File: src/hdl/tdc_pkg.sv
`default_nettype none

package tdc_pkg;

	// ~~~~~~~~~~~~~~~~~~~~~~~~~~~~~~~~~~~~~~~~~~~~~~~~~~~~~~~~~~
	// data path widths
	typedef logic [31:0] tdc_word_t; // {id, width, extra}
	typedef logic [3:0] id_t;
	typedef logic [11:0] width_t; // saturates at all ones
	typedef logic [15:0] dist_t; // all ones means no trigger yet
	typedef logic [31:0] event_cnt_t;
	typedef logic [7:0] cnt_byte_t;

	// bus side
	typedef logic [15:0] bus_addr_t;
	typedef logic [7:0] bus_byte_t;

	localparam id_t DATA_IDENTIFIER = 4'b0100;
	localparam bus_byte_t VERSION = 8'd2;

	// ~~~~~~~~~~~~~~~~~~~~~~~~~~~~~~~~~~~~~~~~~~~~~~~~~~~~~~~~~~
	// output fifo
	localparam int FIFO_DEPTH = 16;
	localparam int FIFO_AW = $clog2(FIFO_DEPTH);
	typedef logic [FIFO_AW-1:0] fifo_ptr_t;
	typedef logic [FIFO_AW:0] fifo_cnt_t; // one extra bit to hold FIFO_DEPTH

	// ~~~~~~~~~~~~~~~~~~~~~~~~~~~~~~~~~~~~~~~~~~~~~~~~~~~~~~~~~~
	// register map
	localparam bus_addr_t REG_RESET = 16'd0;
	localparam bus_addr_t REG_VERSION = 16'd1;
	localparam bus_addr_t REG_CONFIG = 16'd2;
	localparam bus_addr_t REG_ARM = 16'd3;
	localparam bus_addr_t REG_EVENT0 = 16'd4; // lsb of event count
	localparam bus_addr_t REG_EVENT1 = 16'd5;
	localparam bus_addr_t REG_EVENT2 = 16'd6;
	localparam bus_addr_t REG_EVENT3 = 16'd7;
	localparam bus_addr_t REG_MISS = 16'd8;
	localparam bus_addr_t REG_LOST = 16'd9;

	// bits of REG_CONFIG
	localparam int CFG_EN = 0;
	localparam int CFG_ARM_MODE = 1;
	localparam int CFG_WRITE_TS = 2;
	localparam int CFG_TRIG_DIST = 3;
	localparam int CFG_INV_SIG = 4;
	localparam int CFG_INV_TRIG = 5;

endpackage

`default_nettype wire

File: src/hdl/tdc_cfg_if.sv
`default_nettype none
`timescale 1ns/100ps

interface tdc_cfg_if;

	logic en; // config enable or ext_en
	logic arm_pulse; // one cycle
	logic en_arm_mode;
	logic en_write_timestamp;
	logic en_trig_distance;
	logic inv_sig;
	logic inv_trig;
	logic soft_rst; // one cycle, leaves config alone

	modport regs (
		output en, arm_pulse, en_arm_mode, en_write_timestamp,
		output en_trig_distance, inv_sig, inv_trig, soft_rst
	);

	modport core (
		input en, arm_pulse, en_arm_mode, en_write_timestamp,
		input en_trig_distance, inv_sig, inv_trig, soft_rst
	);

endinterface

`default_nettype wire

File: src/hdl/tdc_pulse_core.sv
`default_nettype none
`timescale 1ns/100ps

module tdc_pulse_core (
	input wire BUS_CLK,
	input wire bus_clk_rst,

	input wire tdc_in,
	input wire trig_in,
	input wire tdc_pkg::dist_t timestamp,

	tdc_cfg_if.core cfg,

	output logic word_valid,
	output tdc_pkg::tdc_word_t word,
	output tdc_pkg::event_cnt_t event_cnt,
	output tdc_pkg::cnt_byte_t miss_cnt
);

typedef enum logic [1:0] {
	ST_IDLE,
	ST_MEASURE,
	ST_EMIT
} state_t;

state_t state;
logic clr;
logic [1:0] sig_sync;
logic [1:0] trig_sync;
logic sig, sig_d;
logic trig, trig_d;
logic sig_rise, sig_fall, trig_rise;
logic armed;
logic accept; // pulse start that gets recorded
logic miss;
tdc_pkg::width_t width_cnt;
tdc_pkg::dist_t dist_cnt;
tdc_pkg::dist_t dist_q;
tdc_pkg::dist_t ts_q;
tdc_pkg::dist_t extra;

assign clr = bus_clk_rst | cfg.soft_rst;

// ~~~~~~~~~~~~~~~~~~~~~~~~~~~~~~~~~~~~~~~~~~~~~~~~~~~~~~~~~~
// synchronizers and edges

always_ff @(posedge BUS_CLK) begin
	sig_sync <= {sig_sync[0], tdc_in};
	trig_sync <= {trig_sync[0], trig_in};
	sig_d <= sig;
	trig_d <= trig;
end

assign sig = sig_sync[1] ^ cfg.inv_sig;
assign trig = trig_sync[1] ^ cfg.inv_trig;
assign sig_rise = sig && !sig_d;
assign sig_fall = !sig && sig_d;
assign trig_rise = trig && !trig_d;

assign accept = cfg.en && sig_rise && (!cfg.en_arm_mode || armed);
assign miss = cfg.en && sig_rise && cfg.en_arm_mode && !armed;

// ~~~~~~~~~~~~~~~~~~~~~~~~~~~~~~~~~~~~~~~~~~~~~~~~~~~~~~~~~~
// fsm, word goes out two cycles after the falling edge

always_ff @(posedge BUS_CLK) begin
	if (clr) begin
		state <= ST_IDLE;
		word_valid <= 1'b0;
	end else begin
		word_valid <= (state == ST_EMIT);
		case (state)
			ST_IDLE: if (accept) state <= ST_MEASURE;
			ST_MEASURE: begin
				if (!cfg.en)
					state <= ST_IDLE; // drop the pulse
				else if (sig_fall)
					state <= ST_EMIT;
			end
			ST_EMIT: state <= accept ? ST_MEASURE : ST_IDLE;
			default: state <= ST_IDLE;
		endcase
	end
end

// width and captures are read in ST_EMIT before a new start overwrites them
always_ff @(posedge BUS_CLK) begin
	if (accept) begin
		width_cnt <= tdc_pkg::width_t'(1);
		ts_q <= timestamp;
		dist_q <= trig_rise ? '0 : dist_cnt;
	end else if (state == ST_MEASURE && sig && width_cnt != '1) begin
		width_cnt <= width_cnt + 1'b1;
	end
end

// cycles since last trigger edge, all ones until one is seen
always_ff @(posedge BUS_CLK) begin
	if (clr || !cfg.en)
		dist_cnt <= '1;
	else if (trig_rise)
		dist_cnt <= tdc_pkg::dist_t'(1);
	else if (dist_cnt != '1)
		dist_cnt <= dist_cnt + 1'b1;
end

always_comb begin
	if (cfg.en_write_timestamp)
		extra = ts_q; // timestamp wins
	else if (cfg.en_trig_distance)
		extra = dist_q;
	else
		extra = '0;
end

always_ff @(posedge BUS_CLK) begin
	if (state == ST_EMIT)
		word <= {tdc_pkg::DATA_IDENTIFIER, width_cnt, extra};
end

// ~~~~~~~~~~~~~~~~~~~~~~~~~~~~~~~~~~~~~~~~~~~~~~~~~~~~~~~~~~
// arming and counters

always_ff @(posedge BUS_CLK) begin
	if (clr) begin
		armed <= 1'b0;
		event_cnt <= '0;
		miss_cnt <= '0;
	end else begin
		if (accept && cfg.en_arm_mode)
			armed <= 1'b0; // one pulse per arm
		else if (cfg.arm_pulse)
			armed <= 1'b1;
		if (state == ST_EMIT)
			event_cnt <= event_cnt + 1'b1;
		if (miss && miss_cnt != '1)
			miss_cnt <= miss_cnt + 1'b1;
	end
end

word_valid_single_a: assert property (
	@(posedge BUS_CLK) disable iff (clr)
	word_valid |=> !word_valid
) else $error("word_valid high on two consecutive cycles");

endmodule

`default_nettype wire

File: src/flat_wrapper.sv
// flat-port wrapper written by rule: the top's interface ports become plain ports
module tdc_pulse_core_flat 
  (BUS_CLK, bus_clk_rst, tdc_in, trig_in, timestamp, word_valid, word, event_cnt, miss_cnt, cfg_en, cfg_arm_pulse, cfg_en_arm_mode, cfg_en_write_timestamp, cfg_en_trig_distance, cfg_inv_sig, cfg_inv_trig, cfg_soft_rst);
  tdc_cfg_if cfg_i ();
  input wire BUS_CLK;
  input wire bus_clk_rst;
  input wire tdc_in;
  input wire trig_in;
  input wire tdc_pkg::dist_t timestamp;
  output logic word_valid;
  output tdc_pkg::tdc_word_t word;
  output tdc_pkg::event_cnt_t event_cnt;
  output tdc_pkg::cnt_byte_t miss_cnt;
  input wire logic [$bits(cfg_i.en)-1:0] cfg_en;
  input wire logic [$bits(cfg_i.arm_pulse)-1:0] cfg_arm_pulse;
  input wire logic [$bits(cfg_i.en_arm_mode)-1:0] cfg_en_arm_mode;
  input wire logic [$bits(cfg_i.en_write_timestamp)-1:0] cfg_en_write_timestamp;
  input wire logic [$bits(cfg_i.en_trig_distance)-1:0] cfg_en_trig_distance;
  input wire logic [$bits(cfg_i.inv_sig)-1:0] cfg_inv_sig;
  input wire logic [$bits(cfg_i.inv_trig)-1:0] cfg_inv_trig;
  input wire logic [$bits(cfg_i.soft_rst)-1:0] cfg_soft_rst;
  assign cfg_i.en = cfg_en;
  assign cfg_i.arm_pulse = cfg_arm_pulse;
  assign cfg_i.en_arm_mode = cfg_en_arm_mode;
  assign cfg_i.en_write_timestamp = cfg_en_write_timestamp;
  assign cfg_i.en_trig_distance = cfg_en_trig_distance;
  assign cfg_i.inv_sig = cfg_inv_sig;
  assign cfg_i.inv_trig = cfg_inv_trig;
  assign cfg_i.soft_rst = cfg_soft_rst;
  tdc_pulse_core u_core (.BUS_CLK(BUS_CLK), .bus_clk_rst(bus_clk_rst), .tdc_in(tdc_in), .trig_in(trig_in), .timestamp(timestamp), .cfg(cfg_i), .word_valid(word_valid), .word(word), .event_cnt(event_cnt), .miss_cnt(miss_cnt));
endmodule
File: config.mk
export PLATFORM = sky130hd
export DESIGN_NAME = tdc_pulse_core_flat
export DESIGN_NICKNAME = d
export VERILOG_FILES = /design/src/hdl/tdc_pkg.sv /design/src/hdl/tdc_cfg_if.sv /design/src/hdl/tdc_pulse_core.sv /design/src/flat_wrapper.sv
export SDC_FILE = /design/constraint.sdc
export NUM_CORES = 1
export LEC_CHECK = 0
export ABC_AREA = 1
export BUFFER_PORTS_ARGS = -buffer_cell sky130_fd_sc_hd__buf_2
export CAP_MARGIN = 15
export CELL_PAD_IN_SITES_DETAIL_PLACEMENT = 0
export CELL_PAD_IN_SITES_GLOBAL_PLACEMENT = 1
export CORE_UTILIZATION = 42
export DETAILED_ROUTE_END_ITERATION = 8
export PLACE_DENSITY_LB_ADDON = 0.1
export REMOVE_ABC_BUFFERS = 1
export SYNTH_ARGS = -nofsm -noshare
export SYNTH_HDL_FRONTEND = slang
export SYNTH_SLANG_ARGS = --single-unit
File: constraint.sdc
create_clock -name BUS_CLK -period 2.1 [get_ports BUS_CLK]
set_clock_uncertainty 0.2 [all_clocks]
set_input_delay 0 -clock BUS_CLK [delete_from_list [all_inputs] [get_ports BUS_CLK]]
set_output_delay 0 -clock BUS_CLK [all_outputs]
set_load 0.01 [all_outputs]
== After elaboration in Yosys (flattened, before gate mapping) ==
Cells that the tools add are included.

* Register bits after elaboration: 138
* Input bits: 28
* Output and inout port bits: 73

* Add/subtract/negate cells: 4
* Equal/unequal tests: 7
* Muxes and demuxes: 9
* Bitwise gates (word level): 3
* Reduce and logical (&&, ||, !) cells: 24

{| class="wikitable"
|+ Operators by type and width
! kind !! count
|-
| 2-to-1 mux 16 bit || 4
|-
| adder 32 x 1 -> 32 bit (second input constant) || 1
|-
| adder 16 x 1 -> 16 bit (second input constant) || 1
|-
| != test 16 bit (second input constant) || 1
|-
| adder 12 x 1 -> 12 bit (second input constant) || 1
|-
| != test 12 bit (second input constant) || 1
|-
| logical AND 1 bit || 11
|-
| adder 8 x 1 -> 8 bit (second input constant) || 1
|-
| != test 8 bit (second input constant) || 1
|-
| logical NOT 1 bit || 6
|-
| 2-to-1 mux 2 bit || 3
|-
| case mux 2 bit (3 select lines) || 1
|-
| OR reduction 2 bit || 2
|-
| != test 3 x 2 -> 1 bit (second input constant) || 1
|-
| == test 2 x 1 -> 1 bit (second input constant) || 1
|-
| == test 2 bit (second input constant) || 1
|-
| logical NOT 2 bit || 1
|-
| logical OR 1 bit || 2
|-
| != test 2 x 1 -> 1 bit (second input constant) || 1
|-
| AND reduction 2 bit || 1
|-
| nonzero test 2 bit || 1
|-
| bitwise XOR 1 bit || 2
|-
| 2-to-1 mux 1 bit || 1
|-
| OR 1 bit || 1
|}

== Depth between registers and ports, before layout ==
Gate-level depths: netlist (run 1).

* Depth after elaboration: 6
* Mapped depth: 11

== Worst setup path before layout (run 1) ==
No wires, ideal clock.

* Path type: reg-to-reg
* From: register u_core.sig_sync[1]
* To: register u_core.dist_q[0], enable pin
* Library setup time: 0.352 ns
* Arrival: 1.162 ns
* Setup slack: 0.386 ns
* Cell stages (with the launch flop): 4
* Clock period less this slack: 1.714 ns
* Path through: dfxtp_1 xnor2_1 nor4_2 buf_4

* Longest elaborated chain between the ends: 4

{| class="wikitable"
|+ Ends and longest elaborated chain
! element !! line !! text
|-
| start, declared || tdc_pulse_core.sv:28 || <nowiki>logic [1:0] sig_sync;</nowiki>
|-
| start signal, assigned || tdc_pulse_core.sv:48 || <nowiki>sig_sync <= {sig_sync[0], tdc_in};</nowiki>
|-
| bitwise XOR 1 bit || tdc_pulse_core.sv:54 || <nowiki>assign sig = sig_sync[1] ^ cfg.inv_sig;</nowiki>
|-
| logical AND 1 bit || tdc_pulse_core.sv:56 || <nowiki>assign sig_rise = sig && !sig_d;</nowiki>
|-
| logical AND 1 bit (2 in a row) || tdc_pulse_core.sv:60 || <nowiki>assign accept = cfg.en && sig_rise && (!cfg.en_arm_mode || armed);</nowiki>
|-
| net u_core.accept || tdc_pulse_core.sv:34 || <nowiki>logic accept;</nowiki>
|-
| end signal, assigned || tdc_pulse_core.sv:91 || <nowiki>dist_q <= trig_rise ? '0 : dist_cnt;</nowiki>
|-
| end, declared || tdc_pulse_core.sv:38 || <nowiki>tdc_pkg::dist_t dist_q;</nowiki>
|}

The timed path passes the listed nets, and every way through them passes these cells.
A chain may end at the register's enable or synchronous reset.

== Final worst setup path (run 1) ==
* From: input bus_clk_rst
* To: register u_core.dist_cnt[2]

* Longest elaborated chain between the ends: 2

{| class="wikitable"
|+ Ends and longest elaborated chain
! element !! line !! text
|-
| start, declared || flat_wrapper.sv:6 || <nowiki>input wire bus_clk_rst;</nowiki>
|-
| OR 1 bit || tdc_pulse_core.sv:42 || <nowiki>assign clr = bus_clk_rst | cfg.soft_rst;</nowiki>
|-
| logical OR 1 bit || tdc_pulse_core.sv:99 || <nowiki>if (clr || !cfg.en)</nowiki>
|-
| end signal, assigned || tdc_pulse_core.sv:102 || <nowiki>dist_cnt <= tdc_pkg::dist_t'(1);</nowiki>
|-
| end signal, assigned || tdc_pulse_core.sv:104 || <nowiki>dist_cnt <= dist_cnt + 1'b1;</nowiki>
|-
| end, declared || tdc_pulse_core.sv:37 || <nowiki>tdc_pkg::dist_t dist_cnt;</nowiki>
|}

No other way between the ends.

==> flow_summary.toml, run 1 <==
[status]
status = "finished clean"

[layout]
postLayoutCellArea_um2 = 7870
stdcell_count = 1091
fillers = 1367
drive_above_1_share_pct = 19.18
antenna_cells = 0
multi_input_area_um2 = 2440
fin_nets = 926
regArea_um2 = 3363
syn2layout_area_growth_pct = 25.07

[global_route]
grt_max_degree = 45
grt_pass1_wl_um = 23290
antenna_found_initial = 0
groute.usage.overall_pct = 18.92
grt-ovfl-total = 0
grt_pass1_vias = 4771

[sta]
slew_headroom_pct = 59.20
worstMarginPinSlew_ns = 0.6057
hold_violations = 0
finalCritPeriodShare_pct = 93.01
finalMaxSlewViolations = 0
rsz0062_at_grt = "false"
fmax_ghz = 0.5120
tns_ns = 0
fin_crit_ns = 1.953
setup_viol = 0

[placement]
gp_congestion = 0.8646
port_buffers = 96
hpwl_um = 10060
place_area_um2 = 6997
place_inst = 1031

[critical_path]
cp-startpoint = "bus_clk_rst"
path_class = "input port to register"
cp-end-kind = "register"
cp_max_fo = 10
r2r_slack_ns = 0.17
crit_end = "u_core.dist_cnt[2]"
timing.rr.end = "u_core.width_cnt[7]"
crit_arrival_ns = 2.04
crit_path_start_kind = "input port"
timing.rr.start = "u_core.width_cnt[0]"
worst_ep_required_time_ns = 2.19
reg2regPathDepth = 10

[pwr]
p_leak_nw = 3.500
powerDensity_nw_per_um2 = 840.1
vdd_drop_max_mv = 0.5450
power_mw = 6.611

[synth]
synth.largest_area_cell = "edfxtp_1"
synthCells = 759
synth.distinct_cells = 38
synth_top_area_share_pct = 28.63
synth_ff_type = "dfxtp_1"
avgSynthCellArea_um2 = 8.290
synth_enable_flop_cells = 60
synth_seq_cells = 138
synth_area_leaders = "edfxtp_1 29%, dfxtp_1 25%, nand2_1 11%"
ys_top_cells_by_count = "191 x nand2_1, 102 x inv_1, 80 x nor2_1"
yosys_warnings = 0
netlist_area_um2 = 6292
async_flop_share_pct = 0
yosysMostFrequentCell = "nand2_1"
yosysSeqAreaShare_pct = 53.45

[drt]
wl_per_cell_um = 12.86
drt_iter0_drc = 261
drc = 0
ant_nets = 0
vias = 5234
viasPerCell = 4.797
routed_wl_um = 14030
dr.pass1.iters = 4

[floorplanning]
rows = 44
ios = 101
die_area_um2 = 15480
die_w_um = 124.4
core_region_area_um2 = 14590
dieHeight_um = 124.4
start_util_pct = 43.13

[clock_tree]
clk_latency_ns = 0.42
clock_path_buffers = 2
cts_made_buffers = 17
cts_tree = "built"
cts_num_sinks = 138
htreeDepth = 4
cts.clk_slew.worst_paths_ns = 0.06
cts_root_buf = "clkbuf_16"

[hold_path]
hold_class = "input port to register"

[run]
maxCapViolCount = 0
==> metal layers <==
layer	part of all wire (%)	routed length (µm)	track usage, %	up-vias
li1	-	-	-	2712
met1	50	7074	26.30	2398
met2	45	6317	28.63	107
met3	3.2	450	3.651	17
met4	1.3	182	8.221	0
met5	0	0	0	-
==> repair_timing <==
action	4_1_cts	5_1_grt
resized for setup	0	1
buffers inserted	0	0
hold buffers	28	0
setup endpoints to repair	0	6
endpoints found under the hold margin	94	0
==> how the worst min path moves through the flow <==
stage	start	to	slack, ns	cells after the start
finish	trig_in	u_core.trig_sync[0]	0.03	2
global route	trig_in	u_core.trig_sync[0]	0.01	2
CTS	tdc_in	u_core.sig_sync[0]	0.0006	2
detailed placement	tdc_in	u_core.sig_sync[0]	-0.09	1
global placement	tdc_in	u_core.sig_sync[0]	-0.1	1
floorplan	tdc_in	u_core.sig_sync[0]	-0.17	0
==> area by class of cell <==
class,count,share of cell area (%)
Clock buffer,23,5.946
Clock inverter,9,1.558
Inverter,106,5.056
Multi-Input combinational cell,497,31.00
Sequential cell,138,42.73
Tap cell,184,2.925
Timing Repair Buffer,134,10.78
==> critical path, cell delays in order <==
cell,delay [ns]
dlygate4sd3_1,0.53
buf_2,0.12
nor2_1,0.06
dlygate4sd3_1,0.58
inv_1,0.08
nor2_2,0.29
buf_4,0.25
o311ai_0,0.13
==> report_power, final <==
group / internal (mW) / total (mW) / switching (mW)
logic: 0.264 / 0.694 / 0.430
registers: 2.88 / 2.94 / 0.0599
clock network: 1.92 / 2.98 / 1.06
total: 5.06 / 6.61 / 1.55
==> cell usage in the layout (no fill, tap or decap), drive strengths merged, types with 2 or more instances in the layout <==
master / instances
nand2: 199
inv: 106
buf: 106
nor2: 94
dfxtp: 78
nand3: 69
edfxtp: 60
dlygate4sd3: 28
a21oi: 28
nor3: 24
o21ai: 24
clkbuf: 23
nand4: 19
xor2: 15
o211ai: 4
ha: 4
conb: 4
clkinv: 4
or2: 3
bufinv: 3
xnor2: 2
o21bai: 2
clkinvlp: 2
nor4: 2
==> sequential cells by signal, indices dropped and copies added (netlist names) <==
signal             cells
u_core.width_cnt      12
u_core.word_valid      1
u_core.trig_d          1
u_core.miss_cnt        8
u_core.word           28
u_core.ts_q           16
u_core.sig_sync        2
u_core.event_cnt      32
u_core.sig_d           1
u_core.dist_q         16
u_core.dist_cnt       16
u_core.armed           1
u_core.state           2
u_core.trig_sync       2
==> cell families (layout without fill, tap and decap cells) <==
logic type      after synthesis  after routing  share of synthesized area, %
compound gates               60             60                         5.349
xor+xnor                     17             17                         2.486
fa+ha+maj                     4              4                        0.7954
buf+inv                     126            272                         8.073
flops                       138            138                         53.45
other cells                   2              4                        0.1194
simple gates                412            412                         29.73
==> through the flow <==
step	hold WS (ns)	setup slack [ns]	util, %
6_report	0.03292	0.1467	53.95
5_1_grt	0.01306	0.01236	53.95
4_1_cts	0.0005504	0.01575	53.93
3_5_place_dp	-0.09480	0.02597	47.96
3_3_place_gp	-0.09724	0.1036	47.96
2_1_floorplan	-0.1723	-1.441	-
Power figures use the tool's default switching activity.
==> run 2, diff against run 1 <==
--- a/config.mk
+++ b/config.mk
@@ -14,6 +14,7 @@
 export DETAILED_ROUTE_END_ITERATION = 8
 export PLACE_DENSITY_LB_ADDON = 0.1
 export REMOVE_ABC_BUFFERS = 1
+export SETUP_SLACK_MARGIN = 0.3
 export SYNTH_ARGS = -nofsm -noshare
 export SYNTH_HDL_FRONTEND = slang
 export SYNTH_SLANG_ARGS = --single-unit
==> flow_summary.toml, run 2 (same netlist as run 1, synthesis figures left out) <==
[status]
status = "finished clean"

[floorplanning]
die_area_um2 = 15480
ios = 101
start_util_pct = 43.13
rows = 44
die_w_um = 124.4
core_region_area_um2 = 14590
dieHeight_um = 124.4

[clock_tree]
clk_latency_ns = 0.42
cts_tree = "built"
cts.clk_slew.worst_paths_ns = 0.05
cts_num_sinks = 138
htreeDepth = 4
cts_root_buf = "clkbuf_16"
clock_path_buffers = 2
cts_made_buffers = 17

[sta]
fin_crit_ns = 1.714
worstMarginPinSlew_ns = 0.6155
tns_ns = 0
finalMaxSlewViolations = 0
fmax_ghz = 0.5833
setup_viol = 0
rsz0062_at_grt = "true"
holdWs_ns = 0.02948
finalCritPeriodShare_pct = 81.64
slew_headroom_pct = 58.54
hold_violations = 0

[drt]
wl_per_cell_um = 13.02
drc = 0
dr.pass1.iters = 4
vias = 5253
routed_wl_um = 14280
drt_iter0_drc = 310
viasPerCell = 4.789
ant_nets = 0

[run]
maxCapViolCount = 0

[critical_path]
worst_ep_required_time_ns = 2.19
cp-end-kind = "register"
cp_max_fo = 5
crit_path_start_kind = "register"
crit_arrival_ns = 1.80
path_class = "register to register"

[global_route]
grt_pass1_wl_um = 23440
grt-ovfl-total = 0
grt_max_degree = 45
grt_pass1_vias = 4771
antenna_found_initial = 0
groute.usage.overall_pct = 19.07

[layout]
antenna_cells = 0
final_core_util_pct = 55.11
final_cell_mix = "190 x nand2_1, 99 x inv_1, 96 x buf_2"
fin_nets = 932
layout_commonest_cell = "nand2_1"
stdcell_count = 1097
syn2layout_area_growth_pct = 27.78
largest_reg_flops = 32
reg.largest.list = "u_core.event_cnt (32), u_core.word (28)"
regMostFlops = "u_core.event_cnt"
drive_above_1_share_pct = 22.23

[placement]
port_buffers = 96
gp_congestion = 0.8646
hpwl_um = 10060
place_inst = 1031

[pwr]
p_int_mw = 5.097
p_sw_mw = 1.578
power_mw = 6.675
p_seq_share_pct = 44.2
swShare_pct = 23.64
clkPwrFrac_pct = 44.7
powerDensity_nw_per_um2 = 830.2
p_leak_nw = 3.540
vdd_drop_max_mv = 0.5503
combPwrFrac_pct = 11.2

[hold_path]
hold_class = "input port to register"
## run 2: stage by stage
| step | area (µm²) | worst slack [ns] |
|---|---|---|
| after global routing | 8040 | 0.2585 |
| after detailed placement | 6997 | 0.02597 |
| final | 8040 | 0.3857 |
| after floorplan | 6190 | -1.441 |
| after CTS | 7926 | 0.3008 |
| after global placement | 6997 | 0.1036 |
## run 2: per-layer routing
layer	share of wire (%)	GRT usage, %	vias up
met5	0	0	-
met4	1.4	7.938	0
met3	3.0	3.608	16
met1	50	26.52	2421
met2	46	29.05	93
li1	-	-	2723
## run 2: path summary, 6_finish.rpt
check / slack (ns) / start / endpoint / cells past startpoint
min reg2reg: 0.14 / u_core.sig_sync[0] / u_core.sig_sync[1] / 0
max reg2reg: 0.39 / u_core.event_cnt[1] / u_core.event_cnt[22] / 9
max: 0.39 / u_core.event_cnt[1] / u_core.event_cnt[22] / 9
min: 0.03 / trig_in / u_core.trig_sync[0] / 2
## run 2: cell type report
class                      instances  area (µm²)
fill                            1349        6549
sequential                       138        3385
multi-input combinational        497        2541
timing repair buffer             140       893.4
clock buffer                      23       467.9
inverter                         106       400.4
tap                              184       230.2
clock inverter                     9       122.6
## run 2: what timing repair did
item / 4_1_cts / 5_1_grt
pin swaps: 4 / 7
endpoints found under the setup margin: 27 / 35
endpoints found under the hold margin: 94 / 0
buffers inserted: 2 / 4
resized for setup: 13 / 24
hold buffers: 28 / 0
## run 2: power groups by stage
stage / combinational (mW) / clock, mW / sequential [mW]
final: 0.745 / 2.98 / 2.95
after floorplan: 0.459 / 0 / 2.98
after CTS: 0.705 / 3.06 / 2.94
after global placement: 0.644 / 0 / 2.99
after global routing: 0.843 / 3.19 / 2.95
after detailed placement: 0.652 / 0 / 3.00
## run 2: worst max-delay path, stage by stage, from the launching register on
cell	delay, ns
dfxtp_2	0.38
ha_4	0.16
nand3_2	0.09
nor2_4	0.17
nand3_4	0.11
nor2_4	0.16
buf_4	0.14
nand2_1	0.04
nor2_1	0.09
nor3_1	0.05
